$ cat src/design/asg_params.svh
// asg widths, defaults and register map
`ifndef ASG_PARAMS_SVH
`define ASG_PARAMS_SVH

`define ASG_RSZ        14                  // table address width
`define ASG_DW         14                  // sample and dac width
`define ASG_FRAC       16                  // pointer fraction bits
`define ASG_AW         20                  // decoded bus address bits

`define ASG_AMP_ONE    14'h2000            // unity gain
`define ASG_AMP_SHIFT  13
`define ASG_SIZE_RST   {(`ASG_RSZ+`ASG_FRAC){1'b1}}

// ----------------------------------------
// register offsets
`define ASG_A_CTRL     20'h00000           // shared by both channels
`define ASG_A_AMP      20'h00004
`define ASG_B_AMP      20'h00024
`define ASG_A_SIZE     20'h00008
`define ASG_B_SIZE     20'h00028
`define ASG_A_OFS      20'h0000C
`define ASG_B_OFS      20'h0002C
`define ASG_A_STEP     20'h00010
`define ASG_B_STEP     20'h00030
`define ASG_A_RPNT     20'h00060
`define ASG_B_RPNT     20'h00064

`define ASG_BUF_A_SEL  4'h1                // address bits 19:16
`define ASG_BUF_B_SEL  4'h2
`define ASG_BUF_RD_LAT 4                   // buffer read ack delay

`define ASG_SRC_SW     3'd1
`define ASG_SRC_EXT    3'd2

`endif

$ cat src/design/asg_pkg.sv
// asg shared types
`default_nettype none
`include "asg_params.svh"

package asg_pkg;

  typedef struct packed {
    logic [31:0] addr;
    logic [31:0] wdata;
    logic        wen;                      // single cycle write strobe
    logic        ren;                      // single cycle read strobe
  } asg_bus_req_t;

  // one channel half of the control word
  typedef struct packed {
    logic [3:0]  rsv_hi;                   // 15:12
    logic        temp;                     // temperature status
    logic        talm;                     // latched alarm
    logic        tpen;                     // protection enable
    logic        rsv_gate;
    logic        zero;                     // force output to 0
    logic        rst;                      // hold channel idle
    logic        once;
    logic        wrap;
    logic        rsv_lo;
    logic [2:0]  src;                      // trigger source
  } asg_ch_ctrl_t;

  typedef union packed {
    logic [31:0] raw;
    struct packed {
      asg_ch_ctrl_t b;                     // bits 31:16
      asg_ch_ctrl_t a;                     // bits 15:0
    } ch;
  } asg_ctrl_word_u;

  typedef struct packed {
    logic [`ASG_DW-1:0]            amp;    // unsigned with 0x2000 as unity
    logic [`ASG_DW-1:0]            dc;     // signed output offset
    logic [`ASG_RSZ+`ASG_FRAC-1:0] size;   // last pointer value
    logic [31:0]                   ofs;    // start pointer
    logic [31:0]                   step;
    asg_ch_ctrl_t                  ctrl;
  } asg_cfg_t;

  typedef struct packed {
    logic                we;
    logic [`ASG_RSZ-1:0] addr;
    logic [`ASG_DW-1:0]  data;
  } asg_buf_wr_t;

endpackage

`default_nettype wire

$ cat src/design/asg_out_scale.sv
// asg output gain and offset
`timescale 1ns/1ps
`default_nettype none
`include "asg_params.svh"

module asg_out_scale (
  input  wire                     sys_clk,
  input  wire                     sys_rstn,
  input  wire [`ASG_DW-1:0]       sample_i,
  input  wire asg_pkg::asg_cfg_t  cfg_i,
  output logic [`ASG_DW-1:0]      dac_o
);

  localparam int DW = `ASG_DW;
  localparam int PW = 2*DW + 1;            // product width
  localparam int SW = PW - `ASG_AMP_SHIFT + 1;

  logic signed [PW-1:0] prod;
  logic [SW-1:0]        sum;
  logic [DW-1:0]        sat;

  assign prod = $signed(sample_i) * $signed({1'b0, cfg_i.amp});
  assign sum  = {prod[PW-1], prod[PW-1:`ASG_AMP_SHIFT]} +
                {{(SW-DW){cfg_i.dc[DW-1]}}, cfg_i.dc};

  always_comb begin
    if (!sum[SW-1] && (|sum[SW-2:DW-1])) begin
      sat = {1'b0, {(DW-1){1'b1}}};        // clip to max positive
    end else if (sum[SW-1] && !(&sum[SW-2:DW-1])) begin
      sat = {1'b1, {(DW-1){1'b0}}};        // clip to max negative
    end else begin
      sat = sum[DW-1:0];
    end
  end

  always_ff @(posedge sys_clk) begin
    if (!sys_rstn) begin
      dac_o <= '0;
    end else if (cfg_i.ctrl.zero || cfg_i.ctrl.talm) begin
      dac_o <= '0;
    end else begin
      dac_o <= sat;
    end
  end

endmodule

`default_nettype wire

$ cat config.mk
export PLATFORM = sky130hd
export DESIGN_NAME = asg_out_scale
export DESIGN_NICKNAME = d
export VERILOG_FILES = /design/src/design/asg_pkg.sv /design/src/design/asg_out_scale.sv
export VERILOG_INCLUDE_DIRS = /design/src /design/src/design
export SDC_FILE = /design/constraint.sdc
export NUM_CORES = 1
export LEC_CHECK = 0
export ABC_AREA = 0
export BUFFER_PORTS_ARGS = -buffer_cell sky130_fd_sc_hd__buf_2
export CELL_PAD_IN_SITES_DETAIL_PLACEMENT = 1
export CELL_PAD_IN_SITES_GLOBAL_PLACEMENT = 2
export CORE_UTILIZATION = 25
export CTS_CLUSTER_SIZE = 14
export DETAILED_ROUTE_END_ITERATION = 16
export PLACE_DENSITY = 0.64
export SLEW_MARGIN = 5
export SYNTH_ARGS = -nofsm -noshare
export SYNTH_HDL_FRONTEND = slang
export SYNTH_SLANG_ARGS = --single-unit
$ cat constraint.sdc
create_clock -name sys_clk -period 10.15 [get_ports sys_clk]
set_input_delay 2.03 -clock sys_clk [delete_from_list [all_inputs] [get_ports sys_clk]]
set_output_delay 2.03 -clock sys_clk [all_outputs]
set_load 0.05 [all_outputs]
# After elaboration in Yosys (flattened, before gate mapping)
# Cells that the tools add are included.
[op_classes] n_lt_le_gt_ge=0 n_div=0 eq_ne=0 n_reduce_logical=9 shift=0 add_sub_neg=1 n_mux=2 mul=1 bitwise_logic=1
[ops] cell="$mul 14x15->29" count=1
[ops] cell="$add 16x14->17" count=1
[ops] cell="$mux 14" count=1
[ops] cell="$mux 13" count=1
[ops] cell="$reduce_or 3->1" count=2
[ops] cell="$reduce_and 3->1" count=1
[ops] cell="$logic_and 1x1->1" count=2
[ops] cell="$logic_not 1->1" count=2
[ops] cell="$reduce_or 2->1" count=1
[ops] cell="$logic_or 1x1->1" count=1
[ops] cell="$not 1->1" count=1
[word_totals] mem_count=0 register_bits=14 romBits=0 latch_bits=0 mem_bits_rw=0 in_bits=154 wordCells=16

# Depth between registers and ports, before layout
[depth] depth_word=7 mapped_depth=33 ltp_nobuf=31

# Worst setup path before layout
# Ideal clock, no wire load.
[synth_timing] kind="input port to flip-flop" from="in cfg_i[131] (netlist name)" to="reg dac_o[9]" slack_ns=0.920 cell_stages=30 arrival_time_ns=9.089 required_ns=10.008 path_buffers=2 setup_ns=0.142 path_cell_list="clkbuf_1 -> and2_1 -> fa_1 -> inv_1 -> fa_1 -> inv_1 -> fa_1 -> inv_1 -> fa_1 -> inv_1 -> fa_1 -> fa_1 -> ha_1 -> a21boi_0 -> nand3_1 -> o31ai_1 -> nand4_1 -> a31oi_1 -> a21oi_1 -> xnor2_1 -> ha_1 -> a21o_1 -> a2111oi_1 -> and3_1 -> a221oi_1 -> xnor2_1 -> nand2_1 -> buf_2 -> nor3_1 -> nor4_2"
[synth_between] elab_chain_len=7 word_cells_on_any_way=10 classes_between="add/sub (1); mul (1); mux (2); reduce/logical (6)"
[synth_rtl] element="start, declared" line_no="asg_out_scale.sv:10" text="input wire asg_pkg::asg_cfg_t cfg_i,"
[synth_rtl] element="$mul 14x15->29 (*)" line_no="asg_out_scale.sv:22" text="assign prod = $signed(sample_i) * $signed({1'b0, cfg_i.amp});"
[synth_rtl] element="$add 16x14->17 (*)" line_no="asg_out_scale.sv:23" text="assign sum = {prod[PW-1], prod[PW-1:`ASG_AMP_SHIFT]} +"
[synth_rtl] element="$reduce_and 3->1" line_no="asg_out_scale.sv:29" text="end else if (sum[SW-1] && !(&sum[SW-2:DW-1])) begin"
[synth_rtl] element="$logic_not 1->1" line_no="asg_out_scale.sv:29"
[synth_rtl] element="$logic_and 1x1->1" line_no="asg_out_scale.sv:29"
[synth_rtl] element="$mux 14" line_no="asg_out_scale.sv:29"
[synth_rtl] element="$mux 13 (*)" line_no="asg_out_scale.sv:27" text="if (!sum[SW-1] && (|sum[SW-2:DW-1])) begin"
[synth_rtl] element="end signal, assigned" line_no="asg_out_scale.sv:42" text="dac_o <= sat;"
[synth_rtl] element="end, declared" line_no="asg_out_scale.sv:11" text="output logic [`ASG_DW-1:0] dac_o"
# Every way passes the cells marked *; elsewhere a longest branch is shown, timed or not.
# A chain may end at the register's enable or synchronous reset.

# Worst setup path in the final report
[layout_timing] from="in cfg_i[129] (netlist name)" to="reg dac_o[1]"
# Same word-level chain as after synthesis.

==> impl_metrics.toml <==
[run_status]
outcome = "finished, final reports clean"

[finish]
largest_reg_flops = 14
drive_gt1_frac = 0.1354
fillerInstances = 3614
fin_nets = 1374
largestRegisters = "dac_o x14"
area_delta_synth_final_pct = 13.52
top_register = "dac_o"
antenna_cells_inserted = 0

[floorplan]
coreArea_sq_um = 30830
start_util = 0.2561
rows = 64
pin_count = 168
dieArea_sq_um = 32300
die_h_um = 179.7
die_x_um = 179.7

[setup_path]
worst_ep_arrival_time_ns = 9.66
cp-start-kind = "input pin"
critPathSlowestCell = "fa_1"
slowest_delay_ns = 0.53
crit_top_cell = "fa_1"
cp_max_fo = 12
cp-startpoint = "cfg_i[129]"
critPathKind = "input pin to flip-flop"
cp.required_ns = 10.24
cp-end-kind = "flip-flop"

[synth]
syn_area_sq_um = 7895
syn-instance-count = 886
ys_types = 52
ys_ff_latch = 14
avgSynthCellArea_sq_um = 8.911
ys_seq_area_frac = 0.03550
ys_warn_count = 0
synth_fp_nets = 1305

[job]
maxCapViolations = 0

[clocking]
cts_buffers = 3
cts_root_buf = "clkbuf_16"
cts_setup_buffers = 0
htree_levels = 1
tritoncts = "built"
clock_sinks = 14
hold_buffers = 0
clockBufferDepth = 2
cts_resized = 0
path_clk_slew_ns = 0.04

[detailed_routing]
viasPerCell = 4.535
drt-initial-drc-count = 141
ant_nets = 0
routed-via-count = 6118
wl_per_cell_um = 15.54
firstDrtPassIters = 6
drt-total-wl_um = 20970
drc = 0

[global_routing]
grt_pass1_wl_um = 35130
grt-ovfl-total = 0
grt_max_degree = 16
antenna_found_initial = 1
grt.total_usage = 0.1356
grt_pass1_vias = 6660

[timing]
rsz0062_at_grt = "no"
period_minus_slack_ns = 9.569
hold_viol = 0
slew_headroom = 0.5620
setup_viol = 0
max_freq_mhz = 104.5
post-route-period-util = 0.9428
drv_slew = 0
tightest_slew_ns = 0.6554
setup_tns_ns = 0

[hold_path]
hold_path_class = "input pin to flip-flop"
hold_path.startpoint = "sys_rstn"

[placed_design]
port_buffers = 59
dp_hpwl_um = 18380
place_congestion = 0.7591
==> metrics by stage <==
step                std cells  cell area, sq um    util  setup slack, ns  hold WS, ns
floorplan                 886              7895       -           0.9197        2.181
detailed placement       1346              8867  0.2876           0.1102        2.311
finish                   1349              8962  0.2907           0.5809        2.065
CTS                      1349              8942  0.2901           0.2711        2.062
global placement         1346              8867  0.2876           0.1291        2.317
global route             1349              8962  0.2907         0.003854        2.102
==> worst paths after layout <==
path,end,slack (ns),depth (start not counted)
max,dac_o[1],0.58,35
min,dac_o[11],2.06,3
==> critical path: cells and delay by family <==
family                     cells  cell delay [ns]
xor gates and xnor gates       2             0.52
adders and majority gates      8             3.57
and+or+nand+nor                6             0.79
buffers and inverters         10             1.21
AOI/OAI and AO/OA              9             1.50
==> cells in the mapped netlist, drive strengths merged <==
library cell | n | area (sq um)
nor4 | 13 | 137.6
o22ai | 1 | 6.260
o31a | 1 | 8.760
fa | 142 | 2843
clkbuf | 29 | 108.9
a211oi | 5 | 47.54
dfxtp | 14 | 280.3
and3 | 3 | 18.77
a31oi | 6 | 37.54
nand4 | 6 | 37.54
nand2b | 8 | 50.05
nor3 | 18 | 95.09
or3 | 1 | 7.510
a21o | 13 | 97.59
ha | 123 | 1539
xnor2 | 22 | 192.7
a21bo | 1 | 10.01
o31ai | 2 | 15.01
xor2 | 10 | 87.58
a221oi | 2 | 17.52
nor2 | 11 | 41.29
o311ai | 2 | 17.52
a2111o | 1 | 11.26
o21bai | 3 | 22.52
a2111oi | 2 | 25.02
and2 | 103 | 646.9
nand3b | 1 | 7.510
o21ai | 7 | 46.29
o21a | 6 | 45.04
nand3 | 11 | 55.05
nor2b | 12 | 82.58
buf | 6 | 35.03
inv | 159 | 596.8
a21oi | 36 | 187.7
a21boi | 1 | 7.510
a211o | 1 | 8.760
o211ai | 4 | 35.03
nand2 | 97 | 364.1
nor4b | 1 | 8.760
or2 | 2 | 12.51
==> placed cells by master (no fill, tap or decap), drive strengths merged, types with 2 or more instances in the layout <==
cell and instances:
o211ai 4, dfxtp 14, a221oi 2, nand2b 8
a21o 13, nand4 6, nor2b 12, nor3 18
buf 99, nand2 97, a21oi 36, o311ai 2
o21ai 7, o21a 6, fa 142, ha 123
a31oi 6, and2 103, nor4 13, xor2 10
nor2 11, inv 159, nand3 11, clkbuf 3
o21bai 3, xnor2 22, a211oi 5, o31ai 2
and3 3, or2 2, a2111oi 2
==> layout make-up <==
class / count / area (sq um) / area share
multi-input combinational: 678 / 6894 / 0.7692
clock buffer: 3 / 75.07 / 0.008376
tap: 396 / 495.5 / 0.05528
inverter: 159 / 596.8 / 0.06659
sequential: 14 / 280.3 / 0.03127
timing repair buffer: 99 / 620.6 / 0.06924
==> per-layer routing <==
layer  wire length (um)  share of wire  GRT usage  up-vias
met5                  0              0          0        -
met4                 86         0.0041   0.005172        0
met3                310          0.015   0.005875        7
met2              10870           0.52     0.2517       48
met1               9702           0.46     0.1816     3133
li1                   -              -          -     2930
==> kinds of logic (layout without fill, tap and decap cells) <==
| group | Yosys count | after routing | share of synthesized area |
|---|---|---|---|
| AOI/OAI and AO/OA | 94 | 94 | 0.08193 |
| xor gates and xnor gates | 32 | 32 | 0.03550 |
| adders and majority gates | 265 | 265 | 0.5550 |
| buffers and inverters | 194 | 261 | 0.09382 |
| DFF | 14 | 14 | 0.03550 |
| and+or+nand+nor | 287 | 287 | 0.1983 |
Power is not shown: default switching activity piles up to over one toggle a cycle in this logic, so the estimate is an artifact.
