<file path="config.mk">
export PLATFORM = sky130hd
export DESIGN_NAME = asg_phase_acc
export DESIGN_NICKNAME = d
export VERILOG_FILES = /design/src/design/asg_pkg.sv /design/src/design/asg_phase_acc.sv
export VERILOG_INCLUDE_DIRS = /design/src /design/src/design
export SDC_FILE = /design/constraint.sdc
export NUM_CORES = 1
export LEC_CHECK = 0
export BUFFER_PORTS_ARGS = -buffer_cell sky130_fd_sc_hd__buf_4
export CAP_MARGIN = 20
export CORE_MARGIN = 2
export CORE_UTILIZATION = 45
export CTS_BUF_LIST = sky130_fd_sc_hd__clkbuf_4
export DETAILED_ROUTE_END_ITERATION = 10
export PLACE_DENSITY = 0.77
export SETUP_SLACK_MARGIN = 0.02
export SLEW_MARGIN = 25
export SYNTH_ARGS = -nofsm -noshare
export SYNTH_HDL_FRONTEND = slang
export SYNTH_SLANG_ARGS = --single-unit
</file>
<file path="constraint.sdc">
create_clock -name sys_clk -period 4.8 [get_ports sys_clk]
set_input_delay 0.48 -clock sys_clk [delete_from_list [all_inputs] [get_ports sys_clk]]
set_output_delay 0.48 -clock sys_clk [all_outputs]
set_load 0.02 [all_outputs]
</file>
<file path="src/design/asg_params.svh">
// asg widths, defaults and register map
`ifndef ASG_PARAMS_SVH
`define ASG_PARAMS_SVH

`define ASG_RSZ        14                  // table address width
`define ASG_DW         14                  // sample and dac width
`define ASG_FRAC       16                  // pointer fraction bits
`define ASG_AW         20                  // decoded bus address bits

`define ASG_AMP_ONE    14'h2000            // unity gain
`define ASG_AMP_SHIFT  13
`define ASG_SIZE_RST   {(`ASG_RSZ+`ASG_FRAC){1'b1}}

// ----------------------------------------
// register offsets
`define ASG_A_CTRL     20'h00000           // shared by both channels
`define ASG_A_AMP      20'h00004
`define ASG_B_AMP      20'h00024
`define ASG_A_SIZE     20'h00008
`define ASG_B_SIZE     20'h00028
`define ASG_A_OFS      20'h0000C
`define ASG_B_OFS      20'h0002C
`define ASG_A_STEP     20'h00010
`define ASG_B_STEP     20'h00030
`define ASG_A_RPNT     20'h00060
`define ASG_B_RPNT     20'h00064

`define ASG_BUF_A_SEL  4'h1                // address bits 19:16
`define ASG_BUF_B_SEL  4'h2
`define ASG_BUF_RD_LAT 4                   // buffer read ack delay

`define ASG_SRC_SW     3'd1
`define ASG_SRC_EXT    3'd2

`endif

</file>
<file path="src/design/asg_pkg.sv">
// asg shared types
`default_nettype none
`include "asg_params.svh"

package asg_pkg;

  typedef struct packed {
    logic [31:0] addr;
    logic [31:0] wdata;
    logic        wen;                      // single cycle write strobe
    logic        ren;                      // single cycle read strobe
  } asg_bus_req_t;

  // one channel half of the control word
  typedef struct packed {
    logic [3:0]  rsv_hi;                   // 15:12
    logic        temp;                     // temperature status
    logic        talm;                     // latched alarm
    logic        tpen;                     // protection enable
    logic        rsv_gate;
    logic        zero;                     // force output to 0
    logic        rst;                      // hold channel idle
    logic        once;
    logic        wrap;
    logic        rsv_lo;
    logic [2:0]  src;                      // trigger source
  } asg_ch_ctrl_t;

  typedef union packed {
    logic [31:0] raw;
    struct packed {
      asg_ch_ctrl_t b;                     // bits 31:16
      asg_ch_ctrl_t a;                     // bits 15:0
    } ch;
  } asg_ctrl_word_u;

  typedef struct packed {
    logic [`ASG_DW-1:0]            amp;    // unsigned with 0x2000 as unity
    logic [`ASG_DW-1:0]            dc;     // signed output offset
    logic [`ASG_RSZ+`ASG_FRAC-1:0] size;   // last pointer value
    logic [31:0]                   ofs;    // start pointer
    logic [31:0]                   step;
    asg_ch_ctrl_t                  ctrl;
  } asg_cfg_t;

  typedef struct packed {
    logic                we;
    logic [`ASG_RSZ-1:0] addr;
    logic [`ASG_DW-1:0]  data;
  } asg_buf_wr_t;

endpackage

`default_nettype wire

</file>
<file path="src/design/asg_phase_acc.sv">
// asg read pointer
`timescale 1ns/1ps
`default_nettype none
`include "asg_params.svh"

module asg_phase_acc (
  input  wire                              sys_clk,
  input  wire                              sys_rstn,
  input  wire asg_pkg::asg_cfg_t           cfg_i,
  input  wire                              start_i,
  output logic [`ASG_RSZ-1:0]              rd_addr_o,
  output logic [`ASG_RSZ+`ASG_FRAC-1:0]    rpnt_o
);

  localparam int PW = `ASG_RSZ + `ASG_FRAC;

  typedef enum logic {
    ST_IDLE,
    ST_RUN
  } state_t;

  state_t        state_q;
  logic [PW-1:0] pnt_q;
  logic [PW:0]   pnt_add;                  // one spare bit for the carry
  logic [PW:0]   pnt_wrap;
  logic          past_end;

  assign pnt_add  = {1'b0, pnt_q} + {1'b0, cfg_i.step[PW-1:0]};
  assign pnt_wrap = pnt_add - ({1'b0, cfg_i.size} + 1'b1);
  assign past_end = pnt_add > {1'b0, cfg_i.size};

  always_ff @(posedge sys_clk) begin
    if (!sys_rstn || cfg_i.ctrl.rst) begin
      state_q <= ST_IDLE;
      pnt_q   <= '0;
    end else if (start_i) begin
      state_q <= ST_RUN;                   // retrigger restarts from ofs
      pnt_q   <= cfg_i.ofs[PW-1:0];
    end else if (state_q == ST_RUN) begin
      if (!past_end) begin
        pnt_q <= pnt_add[PW-1:0];
      end else if (cfg_i.ctrl.wrap) begin
        pnt_q <= pnt_wrap[PW-1:0];         // keep the fraction
      end else begin
        // once mode ends the run
        state_q <= ST_IDLE;
        pnt_q   <= '0;
      end
    end
  end

  assign rd_addr_o = pnt_q[PW-1:`ASG_FRAC];
  assign rpnt_o    = pnt_q;

endmodule

`default_nettype wire

</file>
=== After elaboration in Yosys (flattened, before gate mapping) ===
Index checks and enable logic that the tools add are counted.

* Magnitude comparators: 1
* Mux-type cells: 8
* $add $sub $neg: 3
* Reduce and logical (&&, ||, !) cells: 3

{| class="wikitable"
|+ Operator list
! cell !! count
|-
| 30-bit 2-to-1 mux || 4
|-
| 30-bit by 30-bit adder with 31-bit output || 1
|-
| 31-bit by 30-bit greater-than comparator with 1-bit output || 1
|-
| 30-bit by 1-bit adder with 30-bit output (second input constant) || 1
|-
| 30-bit subtractor || 1
|-
| 1-bit 2-to-1 mux || 4
|-
| 2-bit nonzero test || 1
|-
| 1-bit logical NOT || 1
|-
| 1-bit logical OR || 1
|}

* Output and inout port bits: 44
* Flip-flop bits (word level): 31
* Logic and storage cells: 17
* Bits of input ports: 141

=== Depth between registers and ports, before layout ===
* Depth in word-level cells: 6
* Gate-level depth with buffers: 25
* Gate-level depth less buffers: 22

=== Worst setup path before layout ===
No wires, ideal clock.

* Kind: register to register
* Start: register pnt_q[0], in the netlist rpnt_o[0]
* End: register pnt_q[1], in the netlist rpnt_o[1]
* Path slack: -181 ps
* Period minus slack after synthesis: 4981 ps
* Cell stages (with the launch flop): 26
* Arrival: 4863 ps
* Library setup time: 117 ps
* Data required time: 4683 ps
* Path buffers: 3
* Cell sequence: dfxtp_1 ha_1 inv_1 fa_1 and2b_2 o2111ai_2 a31oi_2 o211ai_2 a31o_1 o21ai_0 a21o_1 a21oi_1 xnor2_1 ha_1 nand4_1 nor4_1 nand4_1 a221oi_1 o41ai_2 a21o_1 buf_6 buf_8 buf_2 nand3_1 o211ai_1 a32o_1

* Cells in the longest elaborated chain, start to end: 6
* Elaborated cells on any way between the ends: 7
* Classes of those cells: add/sub: 2; order compare: 1; mux: 4

{| class="wikitable"
|+ Ends and longest elaborated chain
! item !! line !! text
|-
| start: declaration || asg_phase_acc.sv:23 || <nowiki>logic [PW-1:0] pnt_q;</nowiki>
|-
| start signal: assignment || asg_phase_acc.sv:38 || <nowiki>pnt_q <= cfg_i.ofs[PW-1:0];</nowiki>
|-
| start signal: assignment || asg_phase_acc.sv:41 || <nowiki>pnt_q <= pnt_add[PW-1:0];</nowiki>
|-
| start signal: assignment || asg_phase_acc.sv:43 || <nowiki>pnt_q <= pnt_wrap[PW-1:0];</nowiki>
|-
| 30-bit by 30-bit adder with 31-bit output (*) || asg_phase_acc.sv:28 || <nowiki>assign pnt_add = {1'b0, pnt_q} + {1'b0, cfg_i.step[PW-1:0]};</nowiki>
|-
| 30-bit subtractor || asg_phase_acc.sv:29 || <nowiki>assign pnt_wrap = pnt_add - ({1'b0, cfg_i.size} + 1'b1);</nowiki>
|-
| 30-bit 2-to-1 mux || asg_phase_acc.sv:42 || <nowiki>end else if (cfg_i.ctrl.wrap) begin</nowiki>
|-
| 30-bit 2-to-1 mux (*) || asg_phase_acc.sv:40 || <nowiki>if (!past_end) begin</nowiki>
|-
| 30-bit 2-to-1 mux (*) || asg_phase_acc.sv:39 || <nowiki>end else if (state_q == ST_RUN) begin</nowiki>
|-
| 30-bit 2-to-1 mux (*) || asg_phase_acc.sv:36 || <nowiki>end else if (start_i) begin</nowiki>
|}

Mark *: on every way between the ends. The rest lies on a longest branch, timed or not. The select of a mux whose other input is x is not followed.
A chain may end at the register's enable or synchronous reset.

=== Worst setup path in the final report ===
* Start: register pnt_q[0], in the netlist rpnt_o[0]
* End: register pnt_q[9], in the netlist rpnt_o[9]

The elaborated chain is that of the path after synthesis.

==> impl_metrics.toml <==
[synthesis]
synth_simple_gate_area_share = 0.209
synth_xor_area_frac = 0.0911
synth_top_family_by_area = "compound AO/OA/AOI/OAI gates"
synth-compound-area-share = 0.319
synth.avg_cell_area_um2 = 7.21
ys_warn_count = 0
synth.mux.area_fraction = 0.0100
ys_ff_latch = 31
synthesis.instances = 693
synth_enable_flop_cells = 0
netlist_area_mm2 = 0.00500
synth_fp_nets = 897
synth.distinct_cells = 71
async_flop_share = 0
synthFlopType = "dfxtp_1"
seq_area_frac_synth = 0.124
synthAdderAreaFrac = 0.161

[global_route]
grt_pass1_wl_um = 29500
met1_usage = 0.434
grt_pass1_vias = 5970
grt_use_met2 = 0.524
grt_remaining_overflow = 0
grt_usage = 0.314
busiest_layer = "met2"
grt_util_met3 = 0.0296
antenna_found_initial = 1
grt_max_degree = 63

[power]
clkPwrFrac = 0.101
p_sw_mw = 0.745
internal-power_mw = 0.961
cellLeakagePower_nw = 3.86
powerDensity_mw_per_mm2 = 222
vdd_ir_drop_max_v = 0.000127
seqPwrFrac = 0.167
swShare = 0.437
combinationalPowerShare = 0.733

[clock_tree]
cts_sinks = 31
clk_latency_ps = 350
clk_pin_slew_ps = 110
cts_buffer_depth = 2
clockRootBuffer = "clkbuf_4"
cts_buffers = 5
cts_tree = "yes"
h-tree-depth = 2

[sta]
slew_violations = 0
final.period_utilization = 1.04
worst_slack_ps = -193
slew_headroom = 0.311
setup-violations-final = 27
fin_setup_tns_ps = -2490
tightest_slew_ps = 1030
hold_viol_final = 0
period_minus_slack_ps = 4990
fmaxAchievable_mhz = 200
rsz0062_at_grt = "yes"
skew_ps = 10.1

[routing]
drc = 0
first_iter_violations = 826
wl_per_cell_um = 17.5
antenna_left = 0
routed_wirelength_um = 19400
vias = 6543
viasPerCell = 5.91
drt_pass1_iterations = 5

[setup_path]
required_ps = 5080
critical_path.top_delay_family = "compound AO/OA/AOI/OAI gates"
path_buf_inv = 4
worstPathMaxFanout = 6
cp_data_arrival_time_ps = 5270
slowest_delay_ps = 360
crit_path_top_delay_cell = "dfxtp_2"
crit_type = "reg -> reg"
startpoint_type = "flip-flop"
end_kind = "flip-flop"

[placed_design]
place_hpwl_um = 15300
portBuffers = 138
routabilityCongestion = 0.991
placed_cells = 1081

[layout]
nets = 1169
drive_gt1_frac = 0.398
syn2layout_area_growth_pct = 53.9
final_cells = 1107
final_util = 0.710

[run_status]
status = "complete, but fails checks"
failed_checks = "setup timing"

[floorplanning]
num_rows = 38
die_w_um = 109
die_area_mm2 = 0.0120
core_area_mm2 = 0.0108
io_pins = 185
die_h_um = 109
initial_core_util = 0.461

[job]
drv_cap = 0

[hold_path]
hold_class = "in -> reg"
state kept, by name, indices dropped and copies added (netlist names):
register / cells
rpnt_o: 30
state_q: 1
metrics by stage:
stage                     cell area [µm²]  total power [mW]  setup WS (ps)  hold slack [ps]
after floorplan                      5010             0.909           21.1              625
after global placement               7170              1.34           -429              615
after detailed placement             7170              1.37           -560              617
after CTS                            7590              1.64           -163              374
after global routing                 7690              1.80           -370              358
final                                7690              1.71           -193              374
cells in the mapped netlist (all sizes together), types with 6 or more instances:
library cell	count	area share
a21oi	75	0.076
nand2	63	0.047
ha	61	0.15
nor2	53	0.040
inv	44	0.033
a21o	34	0.051
xnor2	33	0.058
dfxtp	31	0.12
o21ai	28	0.028
clkbuf	26	0.020
nand3	25	0.025
buf	24	0.034
xor2	19	0.033
nand4	15	0.019
nor3	15	0.015
a31oi	13	0.018
and3	10	0.013
a211o	9	0.016
a32o	9	0.018
o211ai	9	0.015
a311o	8	0.016
o21a	8	0.012
and2	7	0.0088
nand2b	6	0.0075
nor2b	6	0.0075
placed cells by master, fill, tap and decap left out, types with 3 or more instances in the layout:
cell type,instances
o211ai_1,8
ha_4,3
nor3_1,15
and3_1,7
buf_4,304
xor2_1,18
nand2_2,4
a21o_1,33
nand2b_1,6
and2_1,7
nand3_2,11
mux2i_1,3
and3_4,3
nor2_1,52
a32o_1,9
dfxtp_1,29
o21ai_1,5
a21oi_1,66
clkbuf_4,7
nand3_1,14
a31oi_1,10
a311o_1,8
nand4_1,15
ha_1,58
inv_1,43
xnor2_1,32
buf_6,8
o21a_1,8
nor3b_1,5
o21ai_0,21
a211o_1,9
nand2_1,59
o31a_1,3
nor2b_1,6
a21oi_2,8
power by group through the flow:
stage / registers, mW / logic, mW / clock network (mW)
2_1_floorplan: 0.295 / 0.613 / 0
3_3_place_gp: 0.289 / 1.05 / 0
3_5_place_dp: 0.289 / 1.08 / 0
4_1_cts: 0.284 / 1.19 / 0.169
5_1_grt: 0.285 / 1.33 / 0.179
6_report: 0.285 / 1.25 / 0.171
timing repair:
| item | in CTS | in global routing |
|---|---|---|
| buffers inserted | 9 | 6 |
| pin swaps | 42 | 34 |
| setup endpoints to repair | 31 | 31 |
| resized for setup | 52 | 16 |
| hold buffers | 0 | 0 |
| cloned | 2 | 0 |
final timing paths:
path	startpoint	to	slack (ps)	cells past startpoint
max	rpnt_o[0]	rpnt_o[9]	-190	25
min	cfg_i[72]	rpnt_o[24]	370	3
max reg2reg	rpnt_o[0]	rpnt_o[9]	-190	25
min reg2reg	rpnt_o[26]	rpnt_o[26]	640	2
tightest hold or removal path: cells and delay by family:
kind / cells / cell delay (ps)
compound gates: 2 / 140
buf+inv: 1 / 80
final cells by class:
cell class / instances / area [µm²]
repair buffers: 315 / 2450
inverters: 44 / 165
fillers: 861 / 3150
diodes: 1 / 2.50
clock buffers: 7 / 52.6
flip-flops and latches: 31 / 623
multi-input cells: 568 / 4220
clock inverters: 1 / 5.00
well taps: 140 / 175
per-layer routing:
layer / vias to the layer above / share of wire
li1: 3067 / -
met1: 3047 / 0.42
met2: 371 / 0.46
met3: 58 / 0.093
met4: 0 / 0.027
met5: - / 0
logic make-up (layout without fill, tap and decap cells):
kind of cell,count (synthesis),after routing
and+or+nand+nor,217,217
AOI/OAI and AO/OA,231,231
xor gates and xnor gates,52,52
adders and majority gates,63,63
DFF,31,31
buffers and inverters,94,367
other,0,1
muxes,5,5
Note: power is estimated with default switching activity, not from simulation.
