===== src/design/asg_params.svh =====
// asg widths, defaults and register map
`ifndef ASG_PARAMS_SVH
`define ASG_PARAMS_SVH

`define ASG_RSZ        14                  // table address width
`define ASG_DW         14                  // sample and dac width
`define ASG_FRAC       16                  // pointer fraction bits
`define ASG_AW         20                  // decoded bus address bits

`define ASG_AMP_ONE    14'h2000            // unity gain
`define ASG_AMP_SHIFT  13
`define ASG_SIZE_RST   {(`ASG_RSZ+`ASG_FRAC){1'b1}}

// ----------------------------------------
// register offsets
`define ASG_A_CTRL     20'h00000           // shared by both channels
`define ASG_A_AMP      20'h00004
`define ASG_B_AMP      20'h00024
`define ASG_A_SIZE     20'h00008
`define ASG_B_SIZE     20'h00028
`define ASG_A_OFS      20'h0000C
`define ASG_B_OFS      20'h0002C
`define ASG_A_STEP     20'h00010
`define ASG_B_STEP     20'h00030
`define ASG_A_RPNT     20'h00060
`define ASG_B_RPNT     20'h00064

`define ASG_BUF_A_SEL  4'h1                // address bits 19:16
`define ASG_BUF_B_SEL  4'h2
`define ASG_BUF_RD_LAT 4                   // buffer read ack delay

`define ASG_SRC_SW     3'd1
`define ASG_SRC_EXT    3'd2

`endif


===== src/design/asg_pkg.sv =====
// asg shared types
`default_nettype none
`include "asg_params.svh"

package asg_pkg;

  typedef struct packed {
    logic [31:0] addr;
    logic [31:0] wdata;
    logic        wen;                      // single cycle write strobe
    logic        ren;                      // single cycle read strobe
  } asg_bus_req_t;

  // one channel half of the control word
  typedef struct packed {
    logic [3:0]  rsv_hi;                   // 15:12
    logic        temp;                     // temperature status
    logic        talm;                     // latched alarm
    logic        tpen;                     // protection enable
    logic        rsv_gate;
    logic        zero;                     // force output to 0
    logic        rst;                      // hold channel idle
    logic        once;
    logic        wrap;
    logic        rsv_lo;
    logic [2:0]  src;                      // trigger source
  } asg_ch_ctrl_t;

  typedef union packed {
    logic [31:0] raw;
    struct packed {
      asg_ch_ctrl_t b;                     // bits 31:16
      asg_ch_ctrl_t a;                     // bits 15:0
    } ch;
  } asg_ctrl_word_u;

  typedef struct packed {
    logic [`ASG_DW-1:0]            amp;    // unsigned with 0x2000 as unity
    logic [`ASG_DW-1:0]            dc;     // signed output offset
    logic [`ASG_RSZ+`ASG_FRAC-1:0] size;   // last pointer value
    logic [31:0]                   ofs;    // start pointer
    logic [31:0]                   step;
    asg_ch_ctrl_t                  ctrl;
  } asg_cfg_t;

  typedef struct packed {
    logic                we;
    logic [`ASG_RSZ-1:0] addr;
    logic [`ASG_DW-1:0]  data;
  } asg_buf_wr_t;

endpackage

`default_nettype wire


===== src/design/asg_reg_decode.sv =====
// asg register decode
`timescale 1ns/1ps
`default_nettype none
`include "asg_params.svh"

module asg_reg_decode (
  input  wire                        sys_clk,
  input  wire                        sys_rstn,
  input  wire asg_pkg::asg_bus_req_t bus_i,
  input  wire [1:0]                  temp_prot_i,
  input  wire [1:0]                  trig_ext_i,
  output asg_pkg::asg_cfg_t          cfg_a_o,
  output asg_pkg::asg_cfg_t          cfg_b_o,
  output logic [1:0]                 start_o,
  output asg_pkg::asg_buf_wr_t       buf_a_wr_o,
  output asg_pkg::asg_buf_wr_t       buf_b_wr_o,
  output logic [1:0]                 temp_sync_o
);

  localparam int RSZ  = `ASG_RSZ;
  localparam int DW   = `ASG_DW;
  localparam int FRAC = `ASG_FRAC;

  localparam logic [`ASG_AW-1:0] AMP_ADR  [2] = '{`ASG_A_AMP,  `ASG_B_AMP};
  localparam logic [`ASG_AW-1:0] SIZE_ADR [2] = '{`ASG_A_SIZE, `ASG_B_SIZE};
  localparam logic [`ASG_AW-1:0] OFS_ADR  [2] = '{`ASG_A_OFS,  `ASG_B_OFS};
  localparam logic [`ASG_AW-1:0] STEP_ADR [2] = '{`ASG_A_STEP, `ASG_B_STEP};

  logic [`ASG_AW-1:0]      adr;
  logic                    ctrl_wr;
  logic [3:0]              buf_sel;
  asg_pkg::asg_ctrl_word_u wr_word;
  asg_pkg::asg_ch_ctrl_t   wr_half [2];
  asg_pkg::asg_cfg_t       cfg_q [2];
  logic [1:0]              temp_meta;
  logic [1:0]              trig_q;
  logic [1:0]              buf_we_q;
  logic [RSZ-1:0]          buf_addr_q;
  logic [DW-1:0]           buf_data_q;

  assign adr        = bus_i.addr[`ASG_AW-1:0];
  assign buf_sel    = bus_i.addr[`ASG_AW-1:RSZ+2];
  assign ctrl_wr    = bus_i.wen && (adr == `ASG_A_CTRL);
  assign wr_word.raw = bus_i.wdata;
  assign wr_half[0] = wr_word.ch.a;
  assign wr_half[1] = wr_word.ch.b;

  // ----------------------------------------
  // configuration, alarm and start pulses
  always_ff @(posedge sys_clk) begin
    if (!sys_rstn) begin
      temp_meta   <= '0;
      temp_sync_o <= '0;
      trig_q      <= '0;
      start_o     <= '0;
      for (int ch = 0; ch < 2; ch++) begin
        cfg_q[ch]      <= '0;
        cfg_q[ch].amp  <= `ASG_AMP_ONE;
        cfg_q[ch].size <= `ASG_SIZE_RST;
      end
    end else begin
      temp_meta   <= temp_prot_i;          // two flop sync
      temp_sync_o <= temp_meta;
      trig_q      <= trig_ext_i;
      for (int ch = 0; ch < 2; ch++) begin
        start_o[ch] <= (ctrl_wr && (wr_half[ch].src == `ASG_SRC_SW)) ||
                       (trig_ext_i[ch] && !trig_q[ch] &&
                        (cfg_q[ch].ctrl.src == `ASG_SRC_EXT));
        if (ctrl_wr) begin
          cfg_q[ch].ctrl.src  <= wr_half[ch].src;
          cfg_q[ch].ctrl.wrap <= wr_half[ch].wrap;
          cfg_q[ch].ctrl.once <= wr_half[ch].once;
          cfg_q[ch].ctrl.rst  <= wr_half[ch].rst;
          cfg_q[ch].ctrl.zero <= wr_half[ch].zero;
          cfg_q[ch].ctrl.tpen <= wr_half[ch].tpen;
        end
        if (temp_sync_o[ch] && cfg_q[ch].ctrl.tpen) begin
          cfg_q[ch].ctrl.talm <= 1'b1;     // alarm wins over sw clear
        end else if (ctrl_wr) begin
          cfg_q[ch].ctrl.talm <= wr_half[ch].talm;
        end
        if (bus_i.wen) begin
          if (adr == AMP_ADR[ch]) begin
            cfg_q[ch].amp <= bus_i.wdata[DW-1:0];
            cfg_q[ch].dc  <= bus_i.wdata[16+DW-1:16];
          end
          if (adr == SIZE_ADR[ch]) cfg_q[ch].size <= bus_i.wdata[RSZ+FRAC-1:0];
          if (adr == OFS_ADR[ch])  cfg_q[ch].ofs  <= bus_i.wdata;
          if (adr == STEP_ADR[ch]) cfg_q[ch].step <= bus_i.wdata;
        end
      end
    end
  end

  // ----------------------------------------
  // table writes
  always_ff @(posedge sys_clk) begin
    if (!sys_rstn) begin
      buf_we_q <= '0;
    end else begin
      buf_we_q[0] <= bus_i.wen && (buf_sel == `ASG_BUF_A_SEL);
      buf_we_q[1] <= bus_i.wen && (buf_sel == `ASG_BUF_B_SEL);
    end
  end

  always_ff @(posedge sys_clk) begin
    if (bus_i.wen || bus_i.ren) begin      // held until the next access
      buf_addr_q <= bus_i.addr[RSZ+1:2];
      buf_data_q <= bus_i.wdata[DW-1:0];
    end
  end

  assign buf_a_wr_o = '{we: buf_we_q[0], addr: buf_addr_q, data: buf_data_q};
  assign buf_b_wr_o = '{we: buf_we_q[1], addr: buf_addr_q, data: buf_data_q};
  assign cfg_a_o    = cfg_q[0];
  assign cfg_b_o    = cfg_q[1];

endmodule

`default_nettype wire


===== config.mk =====
export PLATFORM = sky130hd
export DESIGN_NAME = asg_reg_decode
export DESIGN_NICKNAME = d
export VERILOG_FILES = /design/src/design/asg_pkg.sv /design/src/design/asg_reg_decode.sv
export VERILOG_INCLUDE_DIRS = /design/src /design/src/design
export SDC_FILE = /design/constraint.sdc
export NUM_CORES = 1
export LEC_CHECK = 0
export BUFFER_PORTS_ARGS = -buffer_cell sky130_fd_sc_hd__buf_2
export CAP_MARGIN = 0
export CORE_AREA = 2 2 159 161
export DETAILED_ROUTE_END_ITERATION = 8
export DIE_AREA = 0 0 161 163
export PLACE_DENSITY = 0.76
export SLEW_MARGIN = 10
export SYNTH_ARGS = -nofsm -noshare
export SYNTH_HDL_FRONTEND = slang
export SYNTH_SLANG_ARGS = --single-unit
export TNS_END_PERCENT = 10

===== constraint.sdc =====
create_clock -name sys_clk -period 13 [get_ports sys_clk]
set_input_delay 0.65 -clock sys_clk [delete_from_list [all_inputs] [get_ports sys_clk]]
set_output_delay 0.65 -clock sys_clk [all_outputs]
set_load 0.05 [all_outputs]

Word level (Yosys, flattened, before mapping)
Memories as Yosys holds them, arrays and structs flattened.
Index checks and enable logic that the tools add are counted.

word-level totals
  register bits = 38
  bits of input ports = 72
  bits in writable memories = 262
  memories = 1

operators by class
  reduce and logical (&&, ||, !) cells = 17
  equality and inequality tests = 14
  muxes and demuxes = 78
  bitwise gates (word level) = 30

memory list
  name   depth  width  read ports  clocked after Yosys merged registers in  write ports  RTL line              source
  cfg_q  2      131    2           0                                        2            asg_reg_decode.sv:34  asg_pkg::asg_cfg_t cfg_q [2];

operators with widths
  kind                   number
  $mux W32               4
  $mux W30               4
  $mux W14               6
  $eq A20 B6 Y1 const B  4
  $mux W1                62
  $eq A20 B4 Y1 const B  2
  $or A1 B1 Y1           30
  $eq A20 B3 Y1 const B  1
  $eq A20 B5 Y1 const B  1
  $logic_not A20 Y1      1
  $logic_and A1 B1 Y1    11
  $eq A3 B1 Y1 const B   2
  $eq A3 B2 Y1 const B   2
  $mux W3                2
  $eq A4 B1 Y1 const B   1
  $eq A4 B2 Y1 const B   1
  $logic_or A1 B1 Y1     3
  $logic_not A1 Y1       2

Depth between registers and ports, before layout
  depth after elaboration = 7
  depth in mapped cells = 6
  depth with buffers taken out = 4

Least setup slack after synthesis
Ideal clock, no wire load.

  kind = input -> register
  start point = in bus_i[53] in the netlist's numbering
  end point = mem cfg_q[0][10] in the netlist's numbering, enable pin
  path slack = 7.742 ns
  stages on the path = 4
  library setup time = 0.511 ns
  arrival = 4.748 ns
  path through = nor3b_2 > nand3b_1 > clkbuf_1 > o41ai_1

RTL lines
  what         RTL line              source
  from (decl)  asg_reg_decode.sv:9   input wire asg_pkg::asg_bus_req_t bus_i,
  to (decl)    asg_reg_decode.sv:34

==> flow_summary.rst <==
.. list-table::
   :header-rows: 1

   * - Metric
     - Value
   * - Antenna viol nets, final
     - 0
   * - Detailed-route vias per instance
     - 5.414
   * - Worst Path Arrival
     - 3.38 ns
   * - Count of distinct cell types in the synthesized netlist
     - 43
   * - Final Hold Slack
     - 0.2963 ns
   * - Mean instance size in the synthesized netlist
     - 15.50 µm²
   * - Type of origin of the critical path
     - primary input
   * - Floorplan core area
     - 0.02467 mm²
   * - Total Wirelength
     - 33170 µm
   * - Async S/R FF share, synth
     - 0%
   * - Ys flop type
     - sky130_fd_sc_hd__edfxtp_1
   * - Flop and latch count out of synthesis
     - 300
   * - Largest net degree at the start of global routing
     - 64
   * - Global-route wire length before repair
     - 48010 µm
   * - Total setup violations reported at the end of the flow
     - 0
   * - Half-perimeter wire length of the detailed placement result
     - 22830 µm
   * - Data required time of the worst path
     - 13.17 ns
   * - Worst path setup slack after routing
     - 9.792 ns
   * - Worst Path Max Fanout
     - 31
   * - Starting density of the core
     - 46.98%
   * - Final total negative setup slack
     - 0 ns
   * - Number of remaining DRC errors
     - 0
   * - Initial antenna violation count
     - 0
   * - First DRT Iteration DRCs
     - 564
   * - Die outline height
     - 163 µm
   * - Worst min-delay path class
     - primary input to flop
   * - Pin slew with the least headroom to its limit
     - 1.189 ns
   * - Placement Setup Slack
     - 9.169 ns
   * - Gpl congestion
     - 0.7953
   * - Post-CTS setup buffer count
     - 0
   * - Port bufs
     - 383
   * - Cell count after synthesis
     - 748
   * - Count of endpoints failing hold in the final timing report
     - 0
   * - Fraction of the yosys area taken by sequential cells
     - 76.86%
   * - Global-route congestion overflow total
     - 0
   * - Power Density
     - 163.5 mW/mm²
   * - Fraction of layout instances using a drive strength above 1
     - 41.76%
   * - Run status
     - finished clean
   * - Hold buffer count at cts
     - 0
   * - Clock transition time at the flip-flop clock pins of the worst setup and hold paths
     - 0.06 ns
   * - Post-synth EDFFs
     - 290
   * - Number of warnings printed during yosys synthesis
     - 0
   * - Routed via count
     - 7828
   * - Standby leakage power
     - 5.861 nW
   * - RSZ-0062 raised after global routing
     - false
   * - Clock latency on the worst-skew pair
     - 0.55 ns
   * - Number of global-route vias before repair
     - 7598
   * - Clock buffer depth
     - 3
   * - Sort of element at the end of the critical path
     - flop
   * - Worst clock skew on the final layout
     - 0.01502 ns
   * - Netlist Area Pre-Place
     - 0.01159 mm²
   * - Number of diodes added for antenna fixing
     - 0
   * - Final critical-path required period
     - 3.208 ns
   * - Signed area change from the synthesized netlist to the final layout
     - 26.81%
   * - Die width
     - 161 µm
   * - Overall routing resource usage
     - 24.51%
   * - TritonRoute pass-1 iters
     - 5
   * - Max_slew headroom
     - 20.42%
   * - Clock sink count
     - 300
   * - Maximum operating frequency
     - 0.3117 GHz
   * - WL per Instance
     - 22.94 µm
   * - Number of slew-limit violations in the final report
     - 0
   * - Number of buffers inserted during clock tree synthesis
     - 30
   * - Area enclosed by the die boundary
     - 0.02624 mm²
   * - Net total in the final layout
     - 1165
   * - Post-cts sizing count
     - 0
   * - H-tree level count
     - 1
   * - Final worst-path cycle share
     - 24.67%
   * - VDD IR max
     - 0.0001225 V
   * - TritonCTS clock tree
     - done
   * - Number of rows in the core area
     - 58
   * - Type of the worst setup path
     - primary input to flop
   * - Number of top-level pins
     - 410
   * - Maximum capacitance violations
     - 0
   * - Root cell of the clock tree
     - sky130_fd_sc_hd__clkbuf_16
[sequential cells by signal (all words and copies together), names as in the netlist]
name         flops
buf_addr_q      14
trig_q           2
start_o          2
cfg_q          262
temp_meta        2
temp_sync_o      2
buf_data_q      14
buf_we_q         2
[critical path, cell delays in order]
cell and delay [ns]:
sky130_fd_sc_hd__buf_2 0.12, sky130_fd_sc_hd__nor4_4 0.50, sky130_fd_sc_hd__nand4_1 0.14, sky130_fd_sc_hd__buf_4 0.28, sky130_fd_sc_hd__or3_1 0.80, sky130_fd_sc_hd__nand2_2 0.85
[routing by layer]
metal / global-route usage, % / part of all wire (%) / up-vias / wire length (µm)
met5: 0 / 0 / - / 0
met4: 8.563 / 3.2 / 0 / 1078
met3: 4.405 / 7.2 / 66 / 2395
met2: 44.09 / 53 / 451 / 17500
met1: 29.83 / 37 / 3803 / 12200
li1: - / - / 3508 / -
[final timing paths]
kind | from | end | slack, ns | cells past startpoint
setup / recovery | bus_i[47] | cfg_q[1][92]$_DFFE_PP_ | 9.79 | 6
hold / removal | bus_i[40] | buf_addr_q[4]$_DFFE_PP_ | 0.30 | 1
setup reg to reg | temp_sync_o[0]$_SDFF_PN0_ | cfg_q[0][28]$_DFFE_PP_ | 10.95 | 2
hold reg to reg | temp_meta[0]$_SDFF_PN0_ | temp_sync_o[0]$_SDFF_PN0_ | 0.43 | 1
[metrics by stage]
stage / cell area (µm²) / utilization [%] / power (mW) / cells
after floorplan: 11640 / - / 1.414 / 761
after global placement: 13630 / 55.26 / 1.497 / 1391
after detailed placement: 13630 / 55.26 / 1.500 / 1391
after CTS: 14700 / 59.57 / 2.417 / 1446
after global routing: 14700 / 59.57 / 2.467 / 1446
final: 14700 / 59.57 / 2.404 / 1446
[synth_stat cells (3+ instances only)]
master	number	area share, %
sky130_fd_sc_hd__and2_1	70	3.8
sky130_fd_sc_hd__nor2_1	4	0.13
sky130_fd_sc_hd__nand2_1	9	0.29
sky130_fd_sc_hd__edfxtp_1	290	75
sky130_fd_sc_hd__buf_1	6	0.19
sky130_fd_sc_hd__dfxtp_1	10	1.7
sky130_fd_sc_hd__a21oi_1	32	1.4
sky130_fd_sc_hd__nand2b_1	3	0.16
sky130_fd_sc_hd__buf_2	8	0.35
sky130_fd_sc_hd__nand3b_1	4	0.26
sky130_fd_sc_hd__nand3_1	33	1.4
sky130_fd_sc_hd__nand4_1	33	1.8
sky130_fd_sc_hd__clkbuf_2	3	0.13
sky130_fd_sc_hd__o2111ai_1	30	2.3
sky130_fd_sc_hd__nor4_4	3	0.55
sky130_fd_sc_hd__inv_1	31	1.0
sky130_fd_sc_hd__o21ai_0	31	1.3
sky130_fd_sc_hd__buf_4	42	2.7
sky130_fd_sc_hd__clkbuf_1	40	1.3
sky130_fd_sc_hd__nor4_1	35	1.9
[cell families after synthesis]
group / synth area share, %
simple gates: 11.66
other cells: 0.03235
compound gates: 5.764
buf+inv: 5.689
flops: 76.86
[final cells by class]
type,count,area [µm²]
clock buffers,35,769.5
clock inverters,20,295.3
fillers,1980,9975
inverters,31,116.4
multi-input cells,331,2157
flip-flops and latches,300,8909
well taps,330,412.9
repair buffers,399,2039
[report_power, final]
part | leakage, nW | internal [mW] | total [mW] | switching, mW
sequential | 2.96 | 1.11 | 1.13 | 0.0170
clock | 0.515 | 0.564 | 0.925 | 0.362
combinational | 2.39 | 0.0529 | 0.349 | 0.296
total | 5.86 | 1.73 | 2.40 | 0.675
[placed cells by master (no fill, tap or decap), drive strengths merged, types with 3 or more instances in the layout]
master and n:
nor4 39, nand4 33, and2 70, nand2b 3, nand3b 4, nor3 3, o21ai 32, conb 14
bufinv 7, dfxtp 10, nand2 9, clkinv 10, nand3 33, a21oi 32, buf 399, edfxtp 290
nor3b 4, nor2 4, clkbuf 35, inv 32, o2111ai 30
(Power assumes the default switching activity.)
